===== src/axi_pkg.sv =====
package axi_pkg;

  localparam int AXI_ID_W   = 4;
  localparam int AXI_ADDR_W = 32;
  localparam int AXI_DATA_W = 32;

  typedef logic [AXI_ID_W-1:0]   axi_id_t;
  typedef logic [7:0]            axi_len_t;
  typedef logic [AXI_ADDR_W-1:0] axi_addr_t;
  typedef logic [AXI_DATA_W-1:0] axi_data_t;

  localparam logic [1:0] AXI_BURST_INCR = 2'b01;

  // Bytes per beat as log2
  function automatic logic [2:0] axi_size_of(input int data_w);
    case (data_w)
      16:      return 3'b001;
      32:      return 3'b010;
      64:      return 3'b011;
      128:     return 3'b100;
      256:     return 3'b101;
      512:     return 3'b110;
      1024:    return 3'b111;
      default: return 3'b000;
    endcase
  endfunction

  typedef struct packed {
    logic       valid;
    axi_id_t    id;
    axi_addr_t  addr;
    axi_len_t   len;
    logic [2:0] size;
    logic [1:0] burst;
  } axi_ar_t;

  typedef struct packed {
    logic      valid;
    axi_id_t   id;
    axi_data_t data;
    logic      last;
  } axi_r_t;

endpackage


===== src/read_port_pkg.sv =====
package read_port_pkg;

  typedef logic [11:0] byte_len_t;

  // Client request, start is a one-cycle pulse
  typedef struct packed {
    logic        start;
    logic [31:0] addr;
    byte_len_t   len;
  } read_req_t;

  localparam int MAX_BURST_BEATS = 16;
  localparam int BOUNDARY_BYTES  = 4096;

  typedef enum logic [1:0] {
    IDLE,
    ADDR_SETUP,
    ADDR,
    DATA
  } port_state_e;

endpackage


===== src/transfer_controller.sv =====
`timescale 1ns/1ps

module transfer_controller (
  input  logic                     clk,
  input  logic                     rst,
  input  axi_pkg::axi_addr_t       address,
  input  read_port_pkg::byte_len_t length,
  input  logic                     transfer_start,
  input  logic                     burst_start,
  output axi_pkg::axi_addr_t       axaddr,
  output axi_pkg::axi_len_t        axlen,
  output logic                     last_transfer
);
  import axi_pkg::*;
  import read_port_pkg::*;

  localparam int BND_W = $clog2(BOUNDARY_BYTES);

  axi_addr_t cur_addr;
  byte_len_t remaining;   // Beats not yet requested
  byte_len_t total_words;
  byte_len_t bound_beats;
  byte_len_t burst_beats;
  logic      last_q;

  assign total_words = byte_len_t'((13'(length) + 13'd3) >> 2);

  // Beats left before the next 4 KB line
  assign bound_beats = byte_len_t'((BOUNDARY_BYTES - int'(cur_addr[BND_W-1:0])) / 4);

  always_comb begin
    burst_beats = remaining;
    if (burst_beats > byte_len_t'(MAX_BURST_BEATS)) begin
      burst_beats = byte_len_t'(MAX_BURST_BEATS);
    end
    if (burst_beats > bound_beats) begin
      burst_beats = bound_beats;
    end
  end

  assign axaddr        = cur_addr;
  assign axlen         = axi_len_t'(burst_beats - 1'b1);
  assign last_transfer = last_q;

  always_ff @(posedge clk or posedge rst) begin
    if (rst) begin
      cur_addr  <= '0;
      remaining <= '0;
      last_q    <= 1'b0;
    end else if (transfer_start) begin
      cur_addr  <= {address[AXI_ADDR_W-1:2], 2'b00};
      // One extra beat when the start is not word aligned
      remaining <= total_words + byte_len_t'(address[1:0] != 2'b00);
      last_q    <= 1'b0;
    end else if (burst_start) begin
      cur_addr  <= cur_addr + (axi_addr_t'(burst_beats) << 2);
      remaining <= remaining - burst_beats;
      last_q    <= (remaining == burst_beats); // Burst in flight is the final one
    end
  end

endmodule


===== src/burst_align.sv =====
`timescale 1ns/1ps

module burst_align (
  input  logic                     clk,
  input  logic                     rst,
  input  logic [1:0]               offset,
  input  logic                     start,
  input  axi_pkg::axi_data_t       beat,
  input  logic                     beat_valid,
  input  read_port_pkg::byte_len_t word_count,
  output axi_pkg::axi_data_t       word,
  output logic                     word_valid,
  output logic                     word_last,
  output logic                     empty
);
  import axi_pkg::*;
  import read_port_pkg::*;

  logic [1:0] off_q;
  byte_len_t  total;
  byte_len_t  count;    // Words emitted so far
  logic       active;
  logic       primed;   // Hold register carries a beat
  axi_data_t  hold;

  assign word_valid = active && beat_valid && (off_q == 2'd0 || primed);
  assign word_last  = word_valid && (count == total - 1'b1);
  assign empty      = !active;

  // Upper bytes of the held beat, lower bytes of the new one
  always_comb begin
    case (off_q)
      2'd1:    word = {beat[7:0], hold[31:8]};
      2'd2:    word = {beat[15:0], hold[31:16]};
      2'd3:    word = {beat[23:0], hold[31:24]};
      default: word = beat;
    endcase
  end

  always_ff @(posedge clk or posedge rst) begin
    if (rst) begin
      off_q  <= 2'd0;
      total  <= '0;
      count  <= '0;
      active <= 1'b0;
      primed <= 1'b0;
    end else if (start) begin
      off_q  <= offset;
      total  <= word_count;
      count  <= '0;
      active <= 1'b1;
      primed <= 1'b0;
    end else if (active && beat_valid) begin
      primed <= 1'b1;
      if (word_valid) begin
        count <= count + 1'b1;
      end
      if (word_last) begin
        active <= 1'b0;
      end
    end
  end

  always_ff @(posedge clk) begin
    if (beat_valid) begin
      hold <= beat;
    end
  end

endmodule


===== src/simple_axi_read.sv =====
`timescale 1ns/1ps

module simple_axi_read #(
  parameter int PORT_ID = 0
) (
  input  logic                     clk,
  input  logic                     rst,
  input  read_port_pkg::read_req_t req,
  input  logic                     ar_ready,
  input  axi_pkg::axi_r_t          r,
  output logic                     busy,
  output axi_pkg::axi_data_t       word,
  output logic                     word_valid,
  output logic                     word_last,
  output axi_pkg::axi_ar_t         ar,
  output logic                     r_ready
);
  import axi_pkg::*;
  import read_port_pkg::*;

  port_state_e state;
  logic        ar_valid;
  axi_len_t    len_q;
  axi_addr_t   axaddr;
  axi_len_t    axlen;
  byte_len_t   word_count;
  logic        transfer_start;
  logic        burst_start;
  logic        last_transfer;
  logic        beat_ok;
  logic        align_empty;

  assign busy           = (state != IDLE) || !align_empty;
  assign transfer_start = req.start && !busy;
  assign burst_start    = (state == ADDR) && ar_ready;
  assign r_ready        = (state == DATA);
  assign beat_ok        = r.valid && r_ready && (r.id == axi_id_t'(PORT_ID));
  assign word_count     = byte_len_t'((13'(req.len) + 13'd3) >> 2);

  assign ar = '{
    valid: ar_valid,
    id:    axi_id_t'(PORT_ID),
    addr:  axaddr,
    len:   len_q,
    size:  axi_size_of(AXI_DATA_W),
    burst: AXI_BURST_INCR
  };

  transfer_controller i_ctrl (
    .clk           (clk),
    .rst           (rst),
    .address       (req.addr),
    .length        (req.len),
    .transfer_start(transfer_start),
    .burst_start   (burst_start),
    .axaddr        (axaddr),
    .axlen         (axlen),
    .last_transfer (last_transfer)
  );

  burst_align i_align (
    .clk       (clk),
    .rst       (rst),
    .offset    (req.addr[1:0]),
    .start     (transfer_start),
    .beat      (r.data),
    .beat_valid(beat_ok),
    .word_count(word_count),
    .word      (word),
    .word_valid(word_valid),
    .word_last (word_last),
    .empty     (align_empty)
  );

  always_ff @(posedge clk or posedge rst) begin
    if (rst) begin
      state    <= IDLE;
      ar_valid <= 1'b0;
    end else begin
      case (state)
        IDLE: begin
          if (transfer_start) state <= ADDR_SETUP;
        end
        ADDR_SETUP: begin
          ar_valid <= 1'b1;
          state    <= ADDR;
        end
        ADDR: begin
          if (ar_ready) begin
            ar_valid <= 1'b0;
            state    <= DATA;
          end
        end
        DATA: begin
          if (beat_ok && r.last) begin
            state <= last_transfer ? IDLE : ADDR_SETUP;
          end
        end
        default: state <= IDLE;
      endcase
    end
  end

  // Length frozen for the whole address phase
  always_ff @(posedge clk) begin
    if (state == ADDR_SETUP) len_q <= axlen;
  end

endmodule


===== src/axi_read_arbiter.sv =====
`timescale 1ns/1ps

module axi_read_arbiter (
  input  logic             clk,
  input  logic             rst,
  input  axi_pkg::axi_ar_t ar0,
  input  axi_pkg::axi_ar_t ar1,
  input  logic             r0_ready,
  input  logic             r1_ready,
  input  logic             m_ar_ready,
  input  axi_pkg::axi_r_t  m_r,
  output logic             ar0_ready,
  output logic             ar1_ready,
  output axi_pkg::axi_r_t  r0,
  output axi_pkg::axi_r_t  r1,
  output axi_pkg::axi_ar_t m_ar,
  output logic             m_r_ready
);
  localparam int NUM_PORTS = 2;
  localparam int SEL_W     = $clog2(NUM_PORTS);

  logic [NUM_PORTS-1:0] pending;
  logic [SEL_W-1:0]     prio;      // Port with first claim
  logic [SEL_W-1:0]     grant_c;
  logic [SEL_W-1:0]     grant_q;
  logic [SEL_W-1:0]     sel;
  logic                 locked;
  logic                 burst_done;

  assign pending = {ar1.valid, ar0.valid};

  always_comb begin
    grant_c = prio;
    if (!pending[prio]) grant_c = ~prio;
  end

  assign sel        = locked ? grant_q : grant_c;
  assign m_ar       = sel[0] ? ar1 : ar0;
  assign ar0_ready  = m_ar_ready && !sel[0];
  assign ar1_ready  = m_ar_ready && sel[0];
  assign m_r_ready  = locked && (grant_q[0] ? r1_ready : r0_ready);
  assign burst_done = locked && m_r.valid && m_r_ready && m_r.last;

  // R beats go only to the port holding the lock
  always_comb begin
    r0       = m_r;
    r1       = m_r;
    r0.valid = m_r.valid && locked && !grant_q[0];
    r1.valid = m_r.valid && locked && grant_q[0];
  end

  always_ff @(posedge clk or posedge rst) begin
    if (rst) begin
      locked  <= 1'b0;
      grant_q <= '0;
      prio    <= '0;
    end else if (!locked) begin
      if (|pending) begin
        locked  <= 1'b1;
        grant_q <= grant_c;
        prio    <= ~grant_c;
      end
    end else if (burst_done) begin
      locked <= 1'b0;
    end
  end

endmodule


===== src/dual_read_top.sv =====
`timescale 1ns/1ps

module dual_read_top (
  input  logic                     clk,
  input  logic                     rst,
  input  read_port_pkg::read_req_t req0,
  input  read_port_pkg::read_req_t req1,
  input  logic                     ar_ready,
  input  axi_pkg::axi_r_t          r,
  output logic                     busy0,
  output logic                     busy1,
  output axi_pkg::axi_data_t       word0,
  output axi_pkg::axi_data_t       word1,
  output logic                     word_valid0,
  output logic                     word_valid1,
  output logic                     word_last0,
  output logic                     word_last1,
  output axi_pkg::axi_ar_t         ar,
  output logic                     r_ready
);
  import axi_pkg::*;

  axi_ar_t ar0;
  axi_ar_t ar1;
  axi_r_t  r0;
  axi_r_t  r1;
  logic    ar0_ready;
  logic    ar1_ready;
  logic    r0_ready;
  logic    r1_ready;

  simple_axi_read #(.PORT_ID(0)) i_port0 (
    .clk       (clk),
    .rst       (rst),
    .req       (req0),
    .ar_ready  (ar0_ready),
    .r         (r0),
    .busy      (busy0),
    .word      (word0),
    .word_valid(word_valid0),
    .word_last (word_last0),
    .ar        (ar0),
    .r_ready   (r0_ready)
  );

  simple_axi_read #(.PORT_ID(1)) i_port1 (
    .clk       (clk),
    .rst       (rst),
    .req       (req1),
    .ar_ready  (ar1_ready),
    .r         (r1),
    .busy      (busy1),
    .word      (word1),
    .word_valid(word_valid1),
    .word_last (word_last1),
    .ar        (ar1),
    .r_ready   (r1_ready)
  );

  axi_read_arbiter i_arb (
    .clk       (clk),
    .rst       (rst),
    .ar0       (ar0),
    .ar1       (ar1),
    .r0_ready  (r0_ready),
    .r1_ready  (r1_ready),
    .m_ar_ready(ar_ready),
    .m_r       (r),
    .ar0_ready (ar0_ready),
    .ar1_ready (ar1_ready),
    .r0        (r0),
    .r1        (r1),
    .m_ar      (ar),
    .m_r_ready (r_ready)
  );

endmodule


===== config.mk =====
export PLATFORM = sky130hd
export DESIGN_NAME = dual_read_top
export DESIGN_NICKNAME = d
export VERILOG_FILES = /design/src/axi_pkg.sv /design/src/read_port_pkg.sv /design/src/transfer_controller.sv /design/src/burst_align.sv /design/src/simple_axi_read.sv /design/src/axi_read_arbiter.sv /design/src/dual_read_top.sv
export SDC_FILE = /design/constraint.sdc
export NUM_CORES = 1
export LEC_CHECK = 0
export ABC_AREA = 1
export BUFFER_PORTS_ARGS = -buffer_cell sky130_fd_sc_hd__clkbuf_2
export CORE_UTILIZATION = 59
export CTS_CLUSTER_SIZE = 12
export DETAILED_ROUTE_END_ITERATION = 16
export PLACE_DENSITY = 0.82
export SYNTH_ARGS = -nofsm -noshare
export SYNTH_HDL_FRONTEND = slang
export SYNTH_SLANG_ARGS = --single-unit

===== constraint.sdc =====
create_clock -name clk -period 5.7 [get_ports clk]
set_clock_uncertainty 0.1 [all_clocks]
set_input_delay 1.14 -clock clk [delete_from_list [all_inputs] [get_ports clk]]
set_output_delay 1.14 -clock clk [all_outputs]
set_load 0.02 [all_outputs]

==> PnR_summary.wiki, run 1 <==
{| class="wikitable"
! Metric !! Value
|-
| Status || finished clean
|-
| Number of design-rule violations left by the first detailed-router iteration || 1677
|-
| Reg2Reg Capture Point || i_port1.i_ctrl.axaddr[20]
|-
| Number of buffers inserted for hold repair after clock tree synthesis || 0
|-
| Antenna violations before repair || 0
|-
| Flop and latch count out of synthesis || 213
|-
| Yosys warnings || 0
|-
| Combinational share of power || 0.636
|-
| Floorplan die area || 30340 um2
|-
| Count of pins over their slew limit || 0
|-
| CP Capture Point || i_port1.i_ctrl.axaddr[20]
|-
| Synth Area in Simple Gates || 0.3234
|-
| Cell depth of the worst flop-to-flop path || 28
|-
| Count of TritonRoute iterations in the first routing pass || 6
|-
| Total Routing Usage GR || 0.3525
|-
| Clock Tree Root || clkbuf_16
|-
| Slowest cell on the critical path || dfrtp_1
|-
| Largest fanout on the critical path || 9
|-
| Multi-input logic area || 10210 um2
|-
| Initial core utilization || 0.6044
|-
| Vias after detailed routing || 18270
|-
| Switching part of the total || 0.5320
|-
| First-pass GRT wire length || 86660 um
|-
| Aggregate routed wire length || 53700 um
|-
| Relative contribution of the clock network to total power || 0.143
|-
| F_max || 0.2030 GHz
|-
| Final core utilization || 0.6868
|-
| Quantity of I/O buffers inserted on ports || 241
|-
| Average size of a mapped cell || 6.834 um2
|-
| Transition at the pin with the smallest max-transition slack || 1193 ps
|-
| Antenna Diode Count || 0
|-
| Sequential-to-total area share from yosys stat || 0.3231
|-
| Proportion of power drawn by flip-flops and latches || 0.221
|-
| Cell types occupying the most area after synthesis || dfrtp_1 21%, nand2_1 17%, edfxtp_1 11%
|-
| Most repeated library cell on the critical path || nand2_1
|-
| Maximum number of pins on one net before global-route repair || 85
|-
| Kind of start point of the critical path || flop
|-
| CTS resizes || 0
|-
| Boundary Pins || 252
|-
| Startpoint of the most critical setup path || i_port1.i_ctrl.axaddr[2]
|-
| Final net count || 3007
|-
| Leakage power total || 10.16 nW
|-
| R2R setup slack || 770 ps
|-
| Cell-internal power || 5.611 mW
|-
| Number of distinct library cells after synthesis || 61
|-
| Vert. Die Dim || 174.2 um
|-
| Insertion delay to the later sink of the worst-skew pair || 550 ps
|-
| Slew margin rel. || 0.2035
|-
| Setup TNS || 0 ps
|-
| VDD IR max || 0.4068 mV
|-
| Mapped Cells || 2559
|-
| RSZ-0062 raised after global routing || no
|-
| Complex-gate fraction of the synthesized area || 0.1476
|-
| Vias per cell || 5.734
|-
| Setup repair bufs after CTS || 0
|-
| Max capacitance violation total || 0
|-
| Switching Power || 6.378 mW
|-
| Portion of netlist area occupied by mux cells || 0
|-
| Required time at the worst-slack endpoint || 6040 ps
|-
| Worst flop-to-flop path startpoint || i_port1.i_ctrl.axaddr[2]
|-
| Crit share post-route || 0.8642
|-
| # placed instances || 3138
|-
| Vias in the first global route || 17040
|-
| Sink count of the clock tree || 213
|-
| Final instance area || 19870 um2
|-
| Endpoints failing hold || 0
|-
| Area share of the largest cell type after synthesis || 0.2132
|-
| Share of cells above drive strength 1 || 0.1317
|-
| Setup crit end kind || flop
|-
| Synthesis-to-layout area growth || 13.62%
|-
| Fin cells || 3186
|-
| Floorplan row count || 62
|-
| Kind of critical path || reg -> reg
|-
| Horiz. Die Dim || 174.2 um
|-
| TritonCTS clock tree || yes
|-
| Routability congestion estimate || 1.018
|-
| Maximum clock path buffer count || 3
|-
| Number of buffers created by CTS || 26
|-
| Final setup viols || 0
|-
| GRT overflow || 0
|-
| Fraction of the mapped netlist area in adder cells || 0.06897
|-
| Antenna violation net count after detailed routing || 0
|-
| Number of H-tree levels || 1
|-
| Placed cell areas || 18990 um2
|-
| Crit path time final || 4926 ps
|-
| P per Cell Area || 603.3 nW/um2
|-
| DRC violation count after routing || 0
|-
| Synth Area in XOR/XNOR || 0.03806
|-
| Clock-pin slew of the registers on the worst-case setup and hold paths || 60 ps
|-
| Area used by sequential logic in the layout || 5650 um2
|-
| Post-detailed-route wirelength per cell || 16.85 um
|-
| Cell type with the highest aggregate area in the netlist || dfrtp_1
|-
| Min-Delay Path Class || reg -> reg
|-
| Largest family of logic cells by synthesized area || simple AND/OR/NAND/NOR gates
|-
| Area of the mapped netlist || 17490 um2
|-
| Fin Hold WS || 383.7 ps
|-
| Detailed placement HPWL || 40400 um
|-
| CP max stage delay || 470 ps
|-
| Floorplan Core Area || 28940 um2
|-
| # fillers || 2573
|-
| Arrival time at the worst endpoint || 5260 ps
|}
## cell type report
cell class	instances	share of cell area
Tap cell	384	0.02418
Clock inverter	10	0.006045
Sequential cell	213	0.2843
Timing Repair Buffer	252	0.06485
Inverter	358	0.06800
Multi-Input combinational cell	1931	0.5140
Clock buffer	38	0.03853
## flip-flops by register name, summed over array words and instances, names as in the netlist, 2 cells and up
register	cells
i_port0.i_align.total	11
i_port0.i_ctrl.axaddr	30
i_port0.i_ctrl.remaining	12
i_port1.i_align.off_q	2
i_port0.i_align.hold	24
i_port0.i_align.off_q	2
i_port0.i_align.count	12
i_port1.i_ctrl.axaddr	30
i_port0.state	2
i_port1.i_align.count	12
i_port0.len_q	8
i_port1.i_align.total	11
i_port1.i_ctrl.remaining	12
i_port1.len_q	8
i_port1.i_align.hold	24
i_port1.state	2
## layout by cell type, fill, tap and decap left out, drive strengths merged, types with 3 or more instances in the layout
| cell type | count |
|---|---|
| nand2 | 794 |
| inv | 357 |
| clkbuf | 279 |
| nor2 | 235 |
| o21ai | 163 |
| nand3 | 153 |
| dfrtp | 149 |
| a21oi | 123 |
| ha | 90 |
| edfxtp | 64 |
| xor2 | 52 |
| o2111ai | 46 |
| nand4 | 46 |
| nor3 | 44 |
| xnor2 | 24 |
| conb | 24 |
| o22ai | 19 |
| a221oi | 13 |
| nand3b | 12 |
| nor4 | 12 |
| a31oi | 11 |
| o21bai | 11 |
| o211ai | 11 |
| buf | 11 |
| or2 | 11 |
| clkinv | 7 |
| a32oi | 6 |
| o31ai | 5 |
| a22oi | 4 |
| o221ai | 4 |
| fa | 4 |
| o21a | 3 |
| a21o | 3 |
## routing by layer
metal | up-vias | wire, um | share of wire | GRT usage
li1 | 8856 | - | - | -
met1 | 8437 | 22790 | 0.42 | 0.4717
met2 | 829 | 24530 | 0.46 | 0.5767
met3 | 148 | 4307 | 0.080 | 0.05468
met4 | 0 | 2067 | 0.038 | 0.1298
met5 | - | 0 | 0 | 0
## how the worst min path moves through the flow
stage                                 start                      endpoint  slack, ps  cells past startpoint
6_report       i_port0.i_ctrl.remaining[11]  i_port0.i_ctrl.remaining[11]        380                      2
5_1_grt        i_port0.i_ctrl.remaining[11]  i_port0.i_ctrl.remaining[11]        400                      2
4_1_cts        i_port0.i_ctrl.remaining[11]  i_port0.i_ctrl.remaining[11]        390                      2
3_5_place_dp   i_port0.i_ctrl.remaining[11]  i_port0.i_ctrl.remaining[11]        370                      2
3_3_place_gp         i_port1.i_align.active        i_port1.i_align.active        360                      2
2_1_floorplan        i_port0.i_align.active        i_port0.i_align.active        340                      2
## stage by stage
| step | setup WS, ps | power [mW] |
|---|---|---|
| 2_1_floorplan | 452.0 | 7.979 |
| 3_3_place_gp | 1024 | 9.979 |
| 3_5_place_dp | 840.0 | 10.11 |
| 4_1_cts | 842.2 | 11.86 |
| 5_1_grt | 301.4 | 12.95 |
| 6_report | 773.8 | 11.99 |
## Yosys cell counts, drive strengths merged
cell	count
a211oi	1
a21boi	1
a21o	3
a21oi	123
a221oi	13
a22oi	4
a2bb2oi	1
a31oi	11
a32oi	6
and2	1
buf	40
clkbuf	39
clkinv	1
conb	2
dfrtp	149
edfxtp	64
fa	4
ha	90
inv	357
nand2	794
nand2b	2
nand3	153
nand3b	12
nand4	46
nor2	235
nor3	44
nor4	12
o2111ai	46
o211ai	11
o21a	3
o21ai	163
o21bai	11
o221ai	4
o22a	1
o22ai	19
o31ai	5
o41ai	1
or2	11
xnor2	24
xor2	52
## critical path: cells and delay by family, from the launching register on
kind	cells	cell delay, ps
compound gates	3	760
xor+xnor	1	230
fa+ha+maj	3	910
buf+inv	5	290
flops	1	470
simple gates	16	2060
## cells by family (layout without fill, tap and decap cells)
logic type                 count (synthesis)  count (layout)
DFF                                      213             213
AOI/OAI and AO/OA                        427             427
and+or+nand+nor                         1310            1310
buffers and inverters                    437             658
other                                      2              24
adders and majority gates                 94              94
xor gates and xnor gates                  76              76
## power by group through the flow
stage	Combinational, mW	Clock [mW]	Sequential, mW
detailed placement	7.46	0	2.65
global placement	7.35	0	2.63
floorplan	5.51	0	2.47
finish	7.63	1.71	2.65
global route	8.46	1.78	2.71
CTS	7.51	1.73	2.63
(Power assumes the default switching activity.)
==> run 2: changes to the inputs <==
--- a/config.mk
+++ b/config.mk
@@ -7,10 +7,10 @@
 export LEC_CHECK = 0
 export ABC_AREA = 1
 export BUFFER_PORTS_ARGS = -buffer_cell sky130_fd_sc_hd__clkbuf_2
-export CORE_UTILIZATION = 59
+export CORE_UTILIZATION = 54
 export CTS_CLUSTER_SIZE = 12
 export DETAILED_ROUTE_END_ITERATION = 16
-export PLACE_DENSITY = 0.82
+export PLACE_DENSITY = 0.79
 export SYNTH_ARGS = -nofsm -noshare
 export SYNTH_HDL_FRONTEND = slang
 export SYNTH_SLANG_ARGS = --single-unit
==> constraint.sdc (replaced) <==
create_clock -name clk -period 4.39 [get_ports clk]
set_clock_uncertainty 0.1 [all_clocks]
set_input_delay 0.878 -clock clk [delete_from_list [all_inputs] [get_ports clk]]
set_output_delay 0.878 -clock clk [all_outputs]
set_load 0.02 [all_outputs]
==> PnR_summary.wiki, run 2 (same netlist as run 1, synthesis figures left out) <==
{| class="wikitable"
! Metric !! Value
|-
| Status || finished clean
|-
| Vias after detailed routing || 18710 (+2.4%)
|-
| Arrival time at the worst endpoint || 4610 ps (-650 ps)
|-
| F_max || 0.2342 GHz (+15%)
|-
| Worst flop-to-flop path startpoint || i_port0.i_ctrl.axaddr[3]
|-
| Number of design-rule violations left by the first detailed-router iteration || 1547 (-7.8%)
|-
| Commonest cells after routing, fill and taps aside || 756 x nand2_1, 338 x inv_1, 241 x clkbuf_2, 205 x nor2_1, 145 x dfrtp_1
|-
| First-pass GRT wire length || 88730 um (+2.4%)
|-
| Clock-pin slew of the registers on the worst-case setup and hold paths || 70 ps (about the same)
|-
| Maximum clock path buffer count || 3 (unchanged)
|-
| GRT overflow || 0 (unchanged)
|-
| Worst hold path startpoint || i_port1.i_align.active
|-
| Synthesis-to-layout area growth || 21.14%
|-
| R2R setup slack || 120 ps (-650 ps)
|-
| Transition at the pin with the smallest max-transition slack || 974.5 ps (-218.9 ps)
|-
| Clock Tree Root || clkbuf_16
|-
| Boundary Pins || 252 (unchanged)
|-
| Antenna violations before repair || 1 (+1)
|-
| TritonCTS clock tree || yes
|-
| Sink count of the clock tree || 213 (unchanged)
|-
| Endpoints failing hold || 0 (unchanged)
|-
| Setup TNS || 0 ps (unchanged)
|-
| Aggregate routed wire length || 57180 um (+6.5%)
|-
| Met3 WL || 4490 um (+4.2%)
|-
| Required time at the worst-slack endpoint || 4730 ps (-1310 ps)
|-
| Min-Delay Path Class || reg -> reg
|-
| Quantity of I/O buffers inserted on ports || 241 (unchanged)
|-
| Max capacitance violation total || 0 (unchanged)
|-
| Share of cells above drive strength 1 || 0.1944 (+0.06270)
|-
| Crit path time final || 4269 ps (-656.9 ps)
|-
| Power, Total || 16.98 mW (+42%)
|-
| Post-detailed-route wirelength per cell || 17.39 um (+3.2%)
|-
| Floorplan Core Area || 31720 um2 (+9.6%)
|-
| Detailed placement HPWL || 42160 um (+4.4%)
|-
| Number of buffers inserted for hold repair after clock tree synthesis || 0 (unchanged)
|-
| DRT met1 WL || 23650 um (+3.7%)
|-
| # fillers || 2789 (+8.4%)
|-
| Floorplan die area || 33110 um2 (+9.2%)
|-
| Hold Path Depth || 2 (unchanged)
|-
| Count of TritonRoute iterations in the first routing pass || 5 (-1)
|-
| Kind of start point of the critical path || flop
|-
| Top layer reached by signal wires || met4
|-
| Final setup viols || 0 (unchanged)
|-
| Slowest cell on the critical path || dfrtp_1
|-
| Wire length on met2 || 26870 um (+9.5%)
|-
| Final net count || 3091 (+2.8%)
|-
| Area used by sequential logic in the layout || 5655 um2 (about the same)
|-
| VDD IR max || 0.6427 mV (+58%)
|-
| Antenna Diode Count || 0 (unchanged)
|-
| Antenna violation net count after detailed routing || 0 (unchanged)
|-
| Slew margin rel. || 0.3460 (+0.1425)
|-
| Reg2Reg Capture Point || i_port0.i_ctrl.axaddr[22]
|-
| Vias per cell || 5.689 (-0.80%)
|-
| Most common cell after layout, fill and taps aside || nand2_1
|-
| P per Cell Area || 801.7 nW/um2 (+33%)
|-
| DRC violation count after routing || 0 (unchanged)
|-
| Vert. Die Dim || 182.0 um (+4.5%)
|-
| Floorplan row count || 65 (+4.8%)
|-
| Vias in the first global route || 17320 (+1.7%)
|-
| Fin cells || 3288 (+3.2%)
|-
| Initial core utilization || 0.5514 (-0.05303)
|-
| # placed instances || 3197 (+1.9%)
|-
| Insertion delay to the later sink of the worst-skew pair || 540 ps (about the same)
|-
| Count of pins over their slew limit || 0 (unchanged)
|-
| Number of H-tree levels || 1 (unchanged)
|-
| Horiz. Die Dim || 182.0 um (+4.5%)
|-
| Setup crit end kind || flop
|-
| Leakage power total || 10.60 nW (+4.4%)
|-
| Worst hold path endpoint || i_port1.i_align.active
|-
| Routability congestion estimate || 0.9765 (-4.0%)
|-
| Kind of critical path || reg -> reg
|-
| Maximum number of pins on one net before global-route repair || 150 (+76%)
|-
| Cell depth of the worst flop-to-flop path || 30 (+7.1%)
|-
| Largest fanout on the critical path || 4 (-5)
|-
| Number of buffers created by CTS || 26 (unchanged)
|-
| RSZ-0062 raised after global routing || yes
|-
| Multi-input logic area || 10850 um2 (+6.2%)
|-
| CP max stage delay || 390 ps (-80 ps)
|-
| Crit share post-route || 0.9725 (+0.1082)
|-
| Most repeated library cell on the critical path || nand2_2
|-
| Total Routing Usage GR || 0.3334 (-0.01911)
|}
run 2: critical path: cells and delay by family (launching register included):
kind | cells | cell delay [ps]
flip-flops | 1 | 390
AO/OA/AOI/OAI | 4 | 610
AND/OR/NAND/NOR | 16 | 1600
buffers and inverters | 6 | 530
adder cells (fa/ha/maj) | 4 | 900
run 2: routing by layer:
layer | vias to the layer above | track usage
li1 | 9023 | -
met1 | 8715 | 0.4378
met2 | 825 | 0.5563
met3 | 142 | 0.04593
met4 | 0 | 0.1308
met5 | - | 0
run 2: cell type report:
cell class | instances | area share
Clock buffer | 33 | 0.03343
Clock inverter | 15 | 0.008740
Inverter | 358 | 0.06372
Multi-Input combinational cell | 1932 | 0.5120
Sequential cell | 213 | 0.2669
Tap cell | 402 | 0.02374
Timing Repair Buffer | 335 | 0.09142
run 2: stage by stage:
stage               cell area [um2]  worst slack, ps    util  hold slack (ps)
floorplan                     17580            67.40       -            341.7
global placement              19330           -52.01  0.6096            357.3
detailed placement            19330           -233.1  0.6096            358.9
CTS                           20360           0.6204  0.6419            374.1
global route                  21190           -125.0  0.6680            385.5
finish                        21190            120.8  0.6680            373.5
run 2: what timing repair did:
action / 4_1_cts / 5_1_grt
hold endpoints to repair: 0 / 0
setup endpoints to repair: 17 / 65
pin swaps: 8 / 44
gates cloned: 0 / 1
buffers inserted: 8 / 34
gates resized for setup: 15 / 130
run 2: power by group:
part | switching (mW) | internal [mW]
Combinational | 7.26 | 4.01
Sequential | 0.705 | 2.73
Clock | 0.898 | 1.38
run 2: worst max-delay path by stage:
stage / cells past startpoint / slack [ps] / to / from
floorplan: 30 / 70 / i_port0.i_ctrl.axaddr[22] / i_port0.i_ctrl.axaddr[2]
global placement: 30 / -50 / i_port0.i_ctrl.axaddr[20] / i_port0.i_ctrl.axaddr[2]
detailed placement: 30 / -230 / i_port0.i_ctrl.axaddr[22] / i_port0.i_ctrl.axaddr[2]
CTS: 31 / 0.6 / i_port1.i_ctrl.axaddr[23] / i_port1.i_ctrl.axaddr[3]
global route: 32 / -120 / i_port1.i_ctrl.axaddr[20] / i_port1.i_ctrl.axaddr[3]
finish: 30 / 120 / i_port0.i_ctrl.axaddr[22] / i_port0.i_ctrl.axaddr[3]
